### config.mk
export PLATFORM = sky130hd
export DESIGN_NAME = skdecode_t0
export DESIGN_NICKNAME = d
export VERILOG_FILES = /design/src/hdl/t0_decode_pkg.sv /design/src/hdl/t0_unpack.sv /design/src/hdl/coeff_pair_pack.sv /design/src/hdl/skdecode_t0.sv
export SDC_FILE = /design/constraint.sdc
export NUM_CORES = 1
export LEC_CHECK = 0
export BUFFER_PORTS_ARGS = -buffer_cell sky130_fd_sc_hd__buf_4
export CORE_ASPECT_RATIO = 0.6
export CORE_UTILIZATION = 60
export CTS_CLUSTER_DIAMETER = 100
export CTS_CLUSTER_SIZE = 25
export DETAILED_ROUTE_END_ITERATION = 10
export PLACE_DENSITY = 0.81
export SLEW_MARGIN = 25
export SYNTH_ARGS = -nofsm -noshare
export SYNTH_HDL_FRONTEND = slang
export SYNTH_SLANG_ARGS = --single-unit
### constraint.sdc
create_clock -name clk -period 5.85 [get_ports clk]
set_input_delay 1.17 -clock clk [delete_from_list [all_inputs] [get_ports clk]]
set_output_delay 1.17 -clock clk [all_outputs]
set_load 0.02 [all_outputs]
### src/hdl/t0_decode_pkg.sv
package t0_decode_pkg;

    // ------------------------------
    // ML-DSA sizes
    // ------------------------------

    // Width of one packed t0 field in the secret key
    localparam int mldsa_d = 13;

    // Width of one decoded coefficient as stored downstream
    localparam int reg_size = 24;

    // ML-DSA modulus q = 2^23 - 2^13 + 1
    localparam logic [reg_size-1:0] mldsa_q = reg_size'(8380417);

    // One input word carries two t0 fields side by side
    localparam int pair_width = 2 * mldsa_d;

    // A 256-coefficient polynomial leaves the decoder as 128 pairs
    localparam int coeff_pairs = 128;

    // Pair address width, 7 bits for 128 pairs
    localparam int pair_addr_w = $clog2(coeff_pairs);

    // ------------------------------
    // Input word views
    // ------------------------------

    // Field view of one input word; the upper field feeds lane 1
    typedef struct packed {
        logic [mldsa_d-1:0] field_hi;
        logic [mldsa_d-1:0] field_lo;
    } t0_fields_t;

    // The same word either as it arrives on the port or split into fields
    typedef union packed {
        logic [pair_width-1:0] raw;
        t0_fields_t            fields;
    } t0_word_u;

endpackage

### src/hdl/t0_unpack.sv
`timescale 1ns/10ps

// One t0 decode lane
// Sub mode gives (2^(d-1) - field) mod q and add mode gives (2^(d-1) + field) mod q
module t0_unpack (
    input  logic                                clk,
    input  logic                                reset_n,
    input  logic                                zeroize_i,
    input  logic                                enable_i,
    input  logic                                sub_i,
    input  logic [t0_decode_pkg::mldsa_d-1:0]   field_i,
    output logic [t0_decode_pkg::reg_size-1:0]  coeff_o,
    output logic                                valid_o
);
    import t0_decode_pkg::*;

    // Stage one operands and result
    logic [reg_size-1:0] half_d;
    logic [reg_size-1:0] field_ext;
    logic [reg_size-1:0] opb0;
    logic [reg_size:0]   sum0;

    // Stage one registers
    logic [reg_size-1:0] r0_q;
    logic                carry0_q;
    logic                sub_q;
    logic                valid_q;

    // Stage two operands and result
    logic [reg_size-1:0] opb1;
    logic [reg_size:0]   sum1;
    logic                carry1;
    logic                use_corr;

    // ------------------------------
    // Stage one
    // ------------------------------

    // Constant offset 2^(d-1), which is 4096 for d = 13
    assign half_d = reg_size'(1) << (mldsa_d - 1);

    // Field widened to coefficient size before the optional inversion
    assign field_ext = {{(reg_size - mldsa_d){1'b0}}, field_i};

    // Subtraction is done as offset + ~field + 1 over the full 24 bits
    assign opb0 = sub_i ? ~field_ext : field_ext;

    // Carry out is set in sub mode when offset >= field (no borrow)
    // In add mode the sum stays far below 2^24 so the carry is always clear
    assign sum0 = {1'b0, half_d} + {1'b0, opb0} + {{reg_size{1'b0}}, sub_i};

    // Sum, carry and mode are captured together so stage two sees one word
    always_ff @(posedge clk or negedge reset_n) begin
        if (!reset_n) begin
            r0_q     <= '0;
            carry0_q <= 1'b0;
            sub_q    <= 1'b0;
        end else if (zeroize_i) begin
            r0_q     <= '0;
            carry0_q <= 1'b0;
            sub_q    <= 1'b0;
        end else if (enable_i) begin
            r0_q     <= sum0[reg_size-1:0];
            carry0_q <= sum0[reg_size];
            sub_q    <= sub_i;
        end
    end

    // Valid follows the enable by one edge and is dropped on zeroize
    always_ff @(posedge clk or negedge reset_n) begin
        if (!reset_n) begin
            valid_q <= 1'b0;
        end else if (zeroize_i) begin
            valid_q <= 1'b0;
        end else begin
            valid_q <= enable_i;
        end
    end

    // ------------------------------
    // Stage two
    // ------------------------------

    // Sub mode adds q back to a negative result
    // Add mode subtracts q as r0 + ~q + 1
    assign opb1 = sub_q ? mldsa_q : ~mldsa_q;

    assign sum1 = {1'b0, r0_q} + {1'b0, opb1} + {{reg_size{1'b0}}, ~sub_q};

    assign carry1 = sum1[reg_size];

    // A missing stage-one carry in sub mode means the difference went negative
    // In add mode a stage-two carry means r0 >= q and the reduced value is taken
    // Stage-one carry is clear in add mode, so the xor reduces to carry1 there
    assign use_corr = sub_q ? ~carry0_q : (carry0_q ^ carry1);

    // Result lies in 0 .. q-1 and is formed straight from the stage-one registers
    assign coeff_o = use_corr ? sum1[reg_size-1:0] : r0_q;

    assign valid_o = valid_q;

endmodule

### src/hdl/coeff_pair_pack.sv
`timescale 1ns/10ps

// Packs two lane results into one output word and tags it with its pair address
// Last pair of every polynomial raises poly_done_o with valid_o
module coeff_pair_pack (
    input  logic                                    clk,
    input  logic                                    reset_n,
    input  logic                                    zeroize_i,
    input  logic [t0_decode_pkg::reg_size-1:0]      coeff_lo_i,
    input  logic [t0_decode_pkg::reg_size-1:0]      coeff_hi_i,
    input  logic                                    valid_lo_i,
    input  logic                                    valid_hi_i,
    output logic [2*t0_decode_pkg::reg_size-1:0]    pair_o,
    output logic [t0_decode_pkg::pair_addr_w-1:0]   addr_o,
    output logic                                    valid_o,
    output logic                                    poly_done_o
);
    import t0_decode_pkg::*;

    // Both lanes run in lockstep, so a pair is taken only when both are valid
    logic                      take_pair;

    // Address the next accepted pair will carry
    logic [pair_addr_w-1:0]    next_addr;
    logic                      last_pair;

    // Output registers
    logic [2*reg_size-1:0]     pair_q;
    logic [pair_addr_w-1:0]    addr_q;
    logic                      valid_q;
    logic                      poly_done_q;

    assign take_pair = valid_lo_i & valid_hi_i;

    // Pair 127 closes a polynomial
    assign last_pair = (next_addr == pair_addr_w'(coeff_pairs - 1));

    // ------------------------------
    // Pair counter
    // ------------------------------

    // Counts accepted pairs and wraps from 127 to 0 on its own width
    always_ff @(posedge clk or negedge reset_n) begin
        if (!reset_n) begin
            next_addr <= '0;
        end else if (zeroize_i) begin
            next_addr <= '0;
        end else if (take_pair) begin
            next_addr <= next_addr + 1'b1;
        end
    end

    // ------------------------------
    // Output stage
    // ------------------------------

    // Lane 1 goes to the upper half, lane 0 to the lower half
    // Address holds its last value between outputs
    always_ff @(posedge clk or negedge reset_n) begin
        if (!reset_n) begin
            pair_q <= '0;
            addr_q <= '0;
        end else if (zeroize_i) begin
            pair_q <= '0;
            addr_q <= '0;
        end else if (take_pair) begin
            pair_q <= {coeff_hi_i, coeff_lo_i};
            addr_q <= next_addr;
        end
    end

    // Strobes last one cycle per accepted pair
    always_ff @(posedge clk or negedge reset_n) begin
        if (!reset_n) begin
            valid_q     <= 1'b0;
            poly_done_q <= 1'b0;
        end else if (zeroize_i) begin
            valid_q     <= 1'b0;
            poly_done_q <= 1'b0;
        end else begin
            valid_q     <= take_pair;
            poly_done_q <= take_pair & last_pair;
        end
    end

    assign pair_o      = pair_q;
    assign addr_o      = addr_q;
    assign valid_o     = valid_q;
    assign poly_done_o = poly_done_q;

endmodule

### src/hdl/skdecode_t0.sv
`timescale 1ns/10ps

// t0 unpack stage of the secret-key decoder
// Two decode lanes work on the two fields of one word, then the packer joins them
// Total latency from valid_i to valid_o is two edges
module skdecode_t0 (
    input  logic                                    clk,
    input  logic                                    reset_n,
    input  logic                                    zeroize_i,
    input  logic                                    valid_i,
    input  logic                                    sub_i,
    input  logic [t0_decode_pkg::pair_width-1:0]    word_i,
    output logic [2*t0_decode_pkg::reg_size-1:0]    pair_o,
    output logic [t0_decode_pkg::pair_addr_w-1:0]   addr_o,
    output logic                                    valid_o,
    output logic                                    poly_done_o
);
    import t0_decode_pkg::*;

    // Field view of the incoming word
    t0_word_u            word_u;

    // Lane results towards the packer
    logic [reg_size-1:0] coeff_lo;
    logic [reg_size-1:0] coeff_hi;
    logic                valid_lo;
    logic                valid_hi;

    assign word_u.raw = word_i;

    // ------------------------------
    // Decode lanes
    // ------------------------------

    // Lane 0 takes the lower field
    t0_unpack t0_unpack_lo_inst (
        .clk       (clk),
        .reset_n   (reset_n),
        .zeroize_i (zeroize_i),
        .enable_i  (valid_i),
        .sub_i     (sub_i),
        .field_i   (word_u.fields.field_lo),
        .coeff_o   (coeff_lo),
        .valid_o   (valid_lo)
    );

    // Lane 1 takes the upper field with the same mode and strobe
    t0_unpack t0_unpack_hi_inst (
        .clk       (clk),
        .reset_n   (reset_n),
        .zeroize_i (zeroize_i),
        .enable_i  (valid_i),
        .sub_i     (sub_i),
        .field_i   (word_u.fields.field_hi),
        .coeff_o   (coeff_hi),
        .valid_o   (valid_hi)
    );

    // ------------------------------
    // Pair packer
    // ------------------------------

    coeff_pair_pack coeff_pair_pack_inst (
        .clk         (clk),
        .reset_n     (reset_n),
        .zeroize_i   (zeroize_i),
        .coeff_lo_i  (coeff_lo),
        .coeff_hi_i  (coeff_hi),
        .valid_lo_i  (valid_lo),
        .valid_hi_i  (valid_hi),
        .pair_o      (pair_o),
        .addr_o      (addr_o),
        .valid_o     (valid_o),
        .poly_done_o (poly_done_o)
    );

endmodule

Word-level counts from Yosys, hierarchy flattened
Cells that the tools add are included.

Bits in registers: 116. Word-level logic and storage cells: 57. Input port bits: 31.

Add/sub/neg operators: 9. Reduce and logical (&&, ||, !) cells: 2. Bitwise operators: 8. Multiplexer cells: 26. Equal/unequal tests: 1.

Operator list (number): $mux 24 (9); $add 25x1->25 (4); $mux 48 (2); $add 13x24->25 const A (2); $add 24x24->25 (2); $not 13->24 (2); $mux 7 (4); $mux 1 (11); $add 7x1->7 const B (1); $eq 7x7->1 const B (1); $reduce_bool 2->1 (2); $not 1->1 (3); $xor 1x1->1 (2); $and 1x1->1 (1).

Longest topological paths before layout
Depth after elaboration: 8. Mapped depth: 13. Gate-level depth less buffers: 10.

Modules after synthesis
A second synthesis with hierarchy kept.

Cells, all modules: 1079. Area, all modules: 9197.6 µm².

By module, submodules not included: t0_unpack at t0_unpack_hi_inst (sequential area each 675.6 µm², area an instance 3355.7 µm², times used 1, cells an instance 425); t0_unpack at t0_unpack_lo_inst (sequential area each 675.6 µm², area an instance 3249.4 µm², times used 1, cells an instance 373); coeff_pair_pack (sequential area each 1601.5 µm², area an instance 2592.5 µm², times used 1, cells an instance 281).

Least setup slack after synthesis
No wires, ideal clock.

Kind: register -> register. Start: register, netlist name t0_unpack_hi_inst.sub_q. End: register coeff_pair_pack_inst.pair_q[19], in the netlist coeff_pair_pack_inst.pair_o[19]. Stages on the path, launching flop included: 12. Arrival time: 4.060 ns. Setup time: 0.096 ns. Required time: 5.754 ns. Path slack: 1.694 ns. Path buffers: 2. Cell sequence: dfrtp_1 clkbuf_1 inv_1 ha_1 a21o_1 a211oi_2 a31oi_1 a211o_1 a221o_1 buf_6 or4b_4 a311oi_2.

RTL lines: end signal: assignment (line coeff_pair_pack.sv:67) `pair_q <= {coeff_hi_i, coeff_lo_i};`; end: declaration (line coeff_pair_pack.sv:28) `logic [2*reg_size-1:0] pair_q;`.

==> summary.log <==
qor: status.status complete, no violations
qor: worst_setup_path.critical_path.startpoint t0_unpack_hi_inst.sub_q$_DFFE_PN0P_
qor: global_routing.first_global_vias 7056
qor: clock_network.cts-root-buf sky130_fd_sc_hd__clkbuf_16
qor: logic_synthesis.synthDominantCellAreaShare 34.0%
qor: floorplan.count_of_boundary_i_o_pins 88
qor: global_routing.grt_pass1_wl 37300 um
qor: worst_setup_path.path_class reg -> reg
qor: logic_synthesis.synth_top_family_by_area compound AO/OA/AOI/OAI gates
qor: final_layout.multi_input_comb_area 5350 sq um
qor: worst_setup_path.worst-r2r-setup-slack 1.69 ns
qor: route.wl_per_cell 18.4 um
qor: power_and_ir_drop.seq_power_share 31.6%
qor: sta.maxSlewHeadroom 36.5%
qor: route.wirelength 22700 um
qor: clock_network.cts-resized-gates 0
qor: sta.grt_setup_unrepaired false
qor: place.dp_slack 1.45 ns
qor: sta.timing_hold_violations_final 0
qor: final_layout.num_antenna_cells 0
qor: clock_network.cts-htree-levels 4
qor: route.detailed_router_s_first_iteration_violation_count 701
qor: clock_network.post_cts_buffers 0
qor: clock_network.ctsHoldBuffers 0
qor: place.gp_routability_congestion 1.02
qor: sta.final_critical_path_setup_slack 1.69 ns
qor: global_routing.globalRoute.totalOverflow 0
qor: power_and_ir_drop.clkPwrFrac 43.1%
qor: route.total_drc_errors_in_the_routed_layout 0
qor: floorplan.start_util 62.1%
qor: final_layout.nNetsFinal 1127
qor: worst_setup_path.critical_path_arrival 4.46 ns
qor: power_and_ir_drop.switching_share 29.8%
qor: logic_synthesis.number_of_distinct_library_cells_after_synthesis 66
qor: final_layout.n_fill_cell 1016
qor: power_and_ir_drop.switchingPower 0.855 mW
qor: sta.final.period_utilization 71.1%
qor: logic_synthesis.synthTopCellsByArea sky130_fd_sc_hd__dfrtp_1 34%, sky130_fd_sc_hd__ha_1 8.9%, sky130_fd_sc_hd__mux2i_1 7.6%, sky130_fd_sc_hd__nor2_1 5.4%, sky130_fd_sc_hd__xnor2_1 5.1%
qor: floorplan.core_region_area 13700 sq um
qor: logic_synthesis.ys_seq_elements 116
qor: place.io_buffers 87
qor: logic_synthesis.synth-compound-area-share 19.8%
qor: floorplan.die_width 156 um
qor: worst_setup_path.r2r.worst_path.cells 11
qor: logic_synthesis.synth.net_count 1065
qor: clock_network.clk_transition_reported_paths 0.05 ns
qor: final_layout.syn_to_final_growth 17.1%
qor: sta.max_clock_freq 240 MHz
qor: logic_synthesis.yosys_warnings 0
qor: clock_network.cts_tree done
qor: power_and_ir_drop.p_comb_share 25.3%
qor: min_path.hold_path.startpoint coeff_pair_pack_inst.pair_o[0]$_DFFE_PN0P_
qor: min_path.min_delay_worst_endpoint coeff_pair_pack_inst.pair_o[0]$_DFFE_PN0P_
qor: worst_setup_path.timing.rr.start t0_unpack_hi_inst.sub_q$_DFFE_PN0P_
qor: power_and_ir_drop.fin_total_pwr 2.87 mW
qor: final_layout.layout_cell_share_with_drive_strength_beyond_1 13.2%
qor: final_layout.postLayoutCoreUtil 72.7%
qor: floorplan.std_cell_rows 33
qor: min_path.hp-class reg -> reg
qor: floorplan.floorplan.die.height 94.4 um
qor: clock_network.clockBufferDepth 2
qor: global_routing.grt_use_total 32.5%
qor: route.via_per_inst 6.22
qor: worst_setup_path.path_max_fanout 28
qor: route.vias 7691
qor: logic_synthesis.syn-cell-area 8540 sq um
qor: clock_network.cts_buf_count 17
qor: sta.final.min_clock_period 4.16 ns
qor: logic_synthesis.synth_adder_area_share 9.41%
qor: sta.setup-violations-final 0
qor: min_path.min_path_cells 2
qor: logic_synthesis.syn_avg_cell_area 8.79 sq um
qor: sta.worstMarginPinSlew 0.952 ns
qor: power_and_ir_drop.leakagePower 4.75 nW
qor: final_layout.seq_area 2910 sq um
qor: sta.final_max_slew_viol_count 0
qor: logic_synthesis.synth-async-reset-ratio 100%
qor: floorplan.design.die.area 14700 sq um
qor: logic_synthesis.synth_sequential_area_ratio 34.0%
qor: worst_setup_path.r2r-end coeff_pair_pack_inst.pair_o[1]$_DFFE_PN0P_
qor: power_and_ir_drop.internal-power 2.02 mW
qor: route.antenna_left 0
qor: route.drt_pass1_iterations 6
qor: power_and_ir_drop.irDropWorstVdd 245 uV
qor: worst_setup_path.timing.critical_path.required 6.15 ns
qor: place.post-dp-hpwl 15600 um
qor: logic_synthesis.post_synth_edffs 0
qor: clock_network.cts_num_sinks 116
qor: worst_setup_path.worstSetupStartpointType flip-flop
qor: logic_synthesis.synth_xor_area_share 7.90%
qor: clock_network.clk_latency 0.42 ns
qor: logic_synthesis.synth_flop_cell sky130_fd_sc_hd__dfrtp_1
qor: power_and_ir_drop.power.density 288 nW/um^2
qor: logic_synthesis.synth_cells 971
qor: worst_setup_path.kind_of_end_point_of_the_critical_path flip-flop
qor: sta.fin_tns_setup 0 ns
qor: sta.hold-worst-slack 0.522 ns
qor: sta.final.setup_skew 0.00660 ns
qor: logic_synthesis.synth-simple-area-share 17.4%
qor: flow_run.max_cap_viol_count 0
qor: logic_synthesis.synth_area_leader_cell sky130_fd_sc_hd__dfrtp_1
qor: logic_synthesis.synth.mux.area_fraction 8.02%
qor: global_routing.antenna_violations_before_repair 0
qor: global_routing.grt_start_max_net_pins 104
[cell type report]
type	instances	share of cell area, %
multi-input cells	780	53.5
flip-flops and latches	116	29.1
repair buffers	92	7.11
clock buffers	22	4.64
well taps	192	2.40
clock inverters	9	2.24
inverters	26	0.976
[layer usage]
metal	share of wire [%]	up-vias	wire length [um]	track usage, %
met5	0	-	0	0
met4	1.5	0	337	9.48
met3	8.8	40	2010	6.15
met2	41	357	9270	46.0
met1	49	3659	11100	50.0
li1	-	3635	-	-
[metrics by stage]
stage                     cells  area (sq um)
after CTS                  1236          9970
after global routing       1237          9990
after detailed placement   1205          9280
after floorplan             971          8540
final                      1237          9990
after global placement     1205          9270
[Yosys cell counts (all sizes together), types with 14 or more instances]
cell type,n
ha,61
inv,25
a21oi,68
xor2,27
dfrtp,116
a211oi,40
xnor2,50
nand2b,14
a21o,28
o21ai,41
clkbuf,40
nand3,19
mux2i,65
nor2,123
nand2,83
[sequential cells by signal (all words and copies together) (netlist names)]
| name | flops |
|---|---|
| coeff_pair_pack_inst.pair_o | 48 |
| coeff_pair_pack_inst.poly_done_o | 1 |
| t0_unpack_hi_inst.r0_q | 24 |
| t0_unpack_lo_inst.r0_q | 24 |
| coeff_pair_pack_inst.next_addr | 7 |
| t0_unpack_hi_inst.valid_o | 1 |
| t0_unpack_lo_inst.carry0_q | 1 |
| coeff_pair_pack_inst.valid_o | 1 |
| t0_unpack_hi_inst.carry0_q | 1 |
| coeff_pair_pack_inst.addr_o | 7 |
| t0_unpack_hi_inst.sub_q | 1 |
[how the worst max path moves through the flow]
| stage | slack [ns] | cells past startpoint | to |
|---|---|---|---|
| final | 1.69 | 11 | coeff_pair_pack_inst.pair_o[1]$_DFFE_PN0P_ |
| after global routing | 1.52 | 11 | coeff_pair_pack_inst.pair_o[1]$_DFFE_PN0P_ |
| after CTS | 1.41 | 11 | coeff_pair_pack_inst.pair_o[1]$_DFFE_PN0P_ |
| after detailed placement | 1.45 | 11 | coeff_pair_pack_inst.pair_o[7]$_DFFE_PN0P_ |
| after global placement | 1.62 | 11 | coeff_pair_pack_inst.pair_o[17]$_DFFE_PN0P_ |
| after floorplan | 1.69 | 11 | coeff_pair_pack_inst.pair_o[19]$_DFFE_PN0P_ |
[worst max-delay path: stages, from the launching register on]
cell and delay [ns]:
sky130_fd_sc_hd__dfrtp_1 0.38, sky130_fd_sc_hd__inv_2 0.48, sky130_fd_sc_hd__ha_1 0.41, sky130_fd_sc_hd__a21o_1 0.20
sky130_fd_sc_hd__a211oi_2 0.28, sky130_fd_sc_hd__a31oi_1 0.19, sky130_fd_sc_hd__a211o_1 0.42, sky130_fd_sc_hd__a311oi_1 0.25
sky130_fd_sc_hd__a221o_1 0.55, sky130_fd_sc_hd__buf_4 0.41, sky130_fd_sc_hd__nand2_1 0.14, sky130_fd_sc_hd__a311oi_1 0.32
[cell usage in the layout, fill, tap and decap left out, types with 3 or more instances in the layout]
master / count
sky130_fd_sc_hd__nor2_1: 122
sky130_fd_sc_hd__dfrtp_1: 115
sky130_fd_sc_hd__buf_4: 91
sky130_fd_sc_hd__nand2_1: 83
sky130_fd_sc_hd__a21oi_1: 68
sky130_fd_sc_hd__mux2i_1: 65
sky130_fd_sc_hd__ha_1: 61
sky130_fd_sc_hd__xnor2_1: 49
sky130_fd_sc_hd__o21ai_0: 40
sky130_fd_sc_hd__a211oi_1: 39
sky130_fd_sc_hd__a21o_1: 28
sky130_fd_sc_hd__xor2_1: 27
sky130_fd_sc_hd__inv_1: 24
sky130_fd_sc_hd__nand3_1: 19
sky130_fd_sc_hd__clkbuf_16: 17
sky130_fd_sc_hd__nand2b_1: 14
sky130_fd_sc_hd__a311oi_1: 12
sky130_fd_sc_hd__and3_1: 11
sky130_fd_sc_hd__nor2b_1: 11
sky130_fd_sc_hd__or3_1: 11
sky130_fd_sc_hd__o21a_1: 10
sky130_fd_sc_hd__nand4_1: 9
sky130_fd_sc_hd__a31oi_1: 8
sky130_fd_sc_hd__o211ai_1: 8
sky130_fd_sc_hd__nand3b_1: 7
sky130_fd_sc_hd__bufinv_16: 7
sky130_fd_sc_hd__nor3_1: 6
sky130_fd_sc_hd__o21bai_1: 6
sky130_fd_sc_hd__nor4b_1: 4
sky130_fd_sc_hd__nor4_1: 4
sky130_fd_sc_hd__o31a_1: 4
sky130_fd_sc_hd__a21boi_0: 3
sky130_fd_sc_hd__a31o_2: 3
sky130_fd_sc_hd__a211o_1: 3
sky130_fd_sc_hd__or2_2: 3
sky130_fd_sc_hd__and2_1: 3
sky130_fd_sc_hd__o311ai_0: 3
sky130_fd_sc_hd__mux2_2: 3
sky130_fd_sc_hd__o31ai_1: 3
sky130_fd_sc_hd__clkbuf_1: 3
[logic make-up (layout without fill, tap and decap cells)]
family,after synthesis,after routing
xor+xnor,77,77
flops,116,116
mux,68,68
fa+ha+maj,63,63
simple gates,317,317
compound gates,255,255
buf+inv,75,149
[power by group through the flow]
stage	registers (mW)	logic, mW	clock network (mW)
4_1_cts	0.912	0.707	1.24
3_3_place_gp	0.924	0.687	0
2_1_floorplan	0.928	0.493	0
6_report	0.908	0.727	1.24
5_1_grt	0.912	0.797	1.28
3_5_place_dp	0.925	0.699	0
Note: power is estimated with default switching activity, not from simulation.
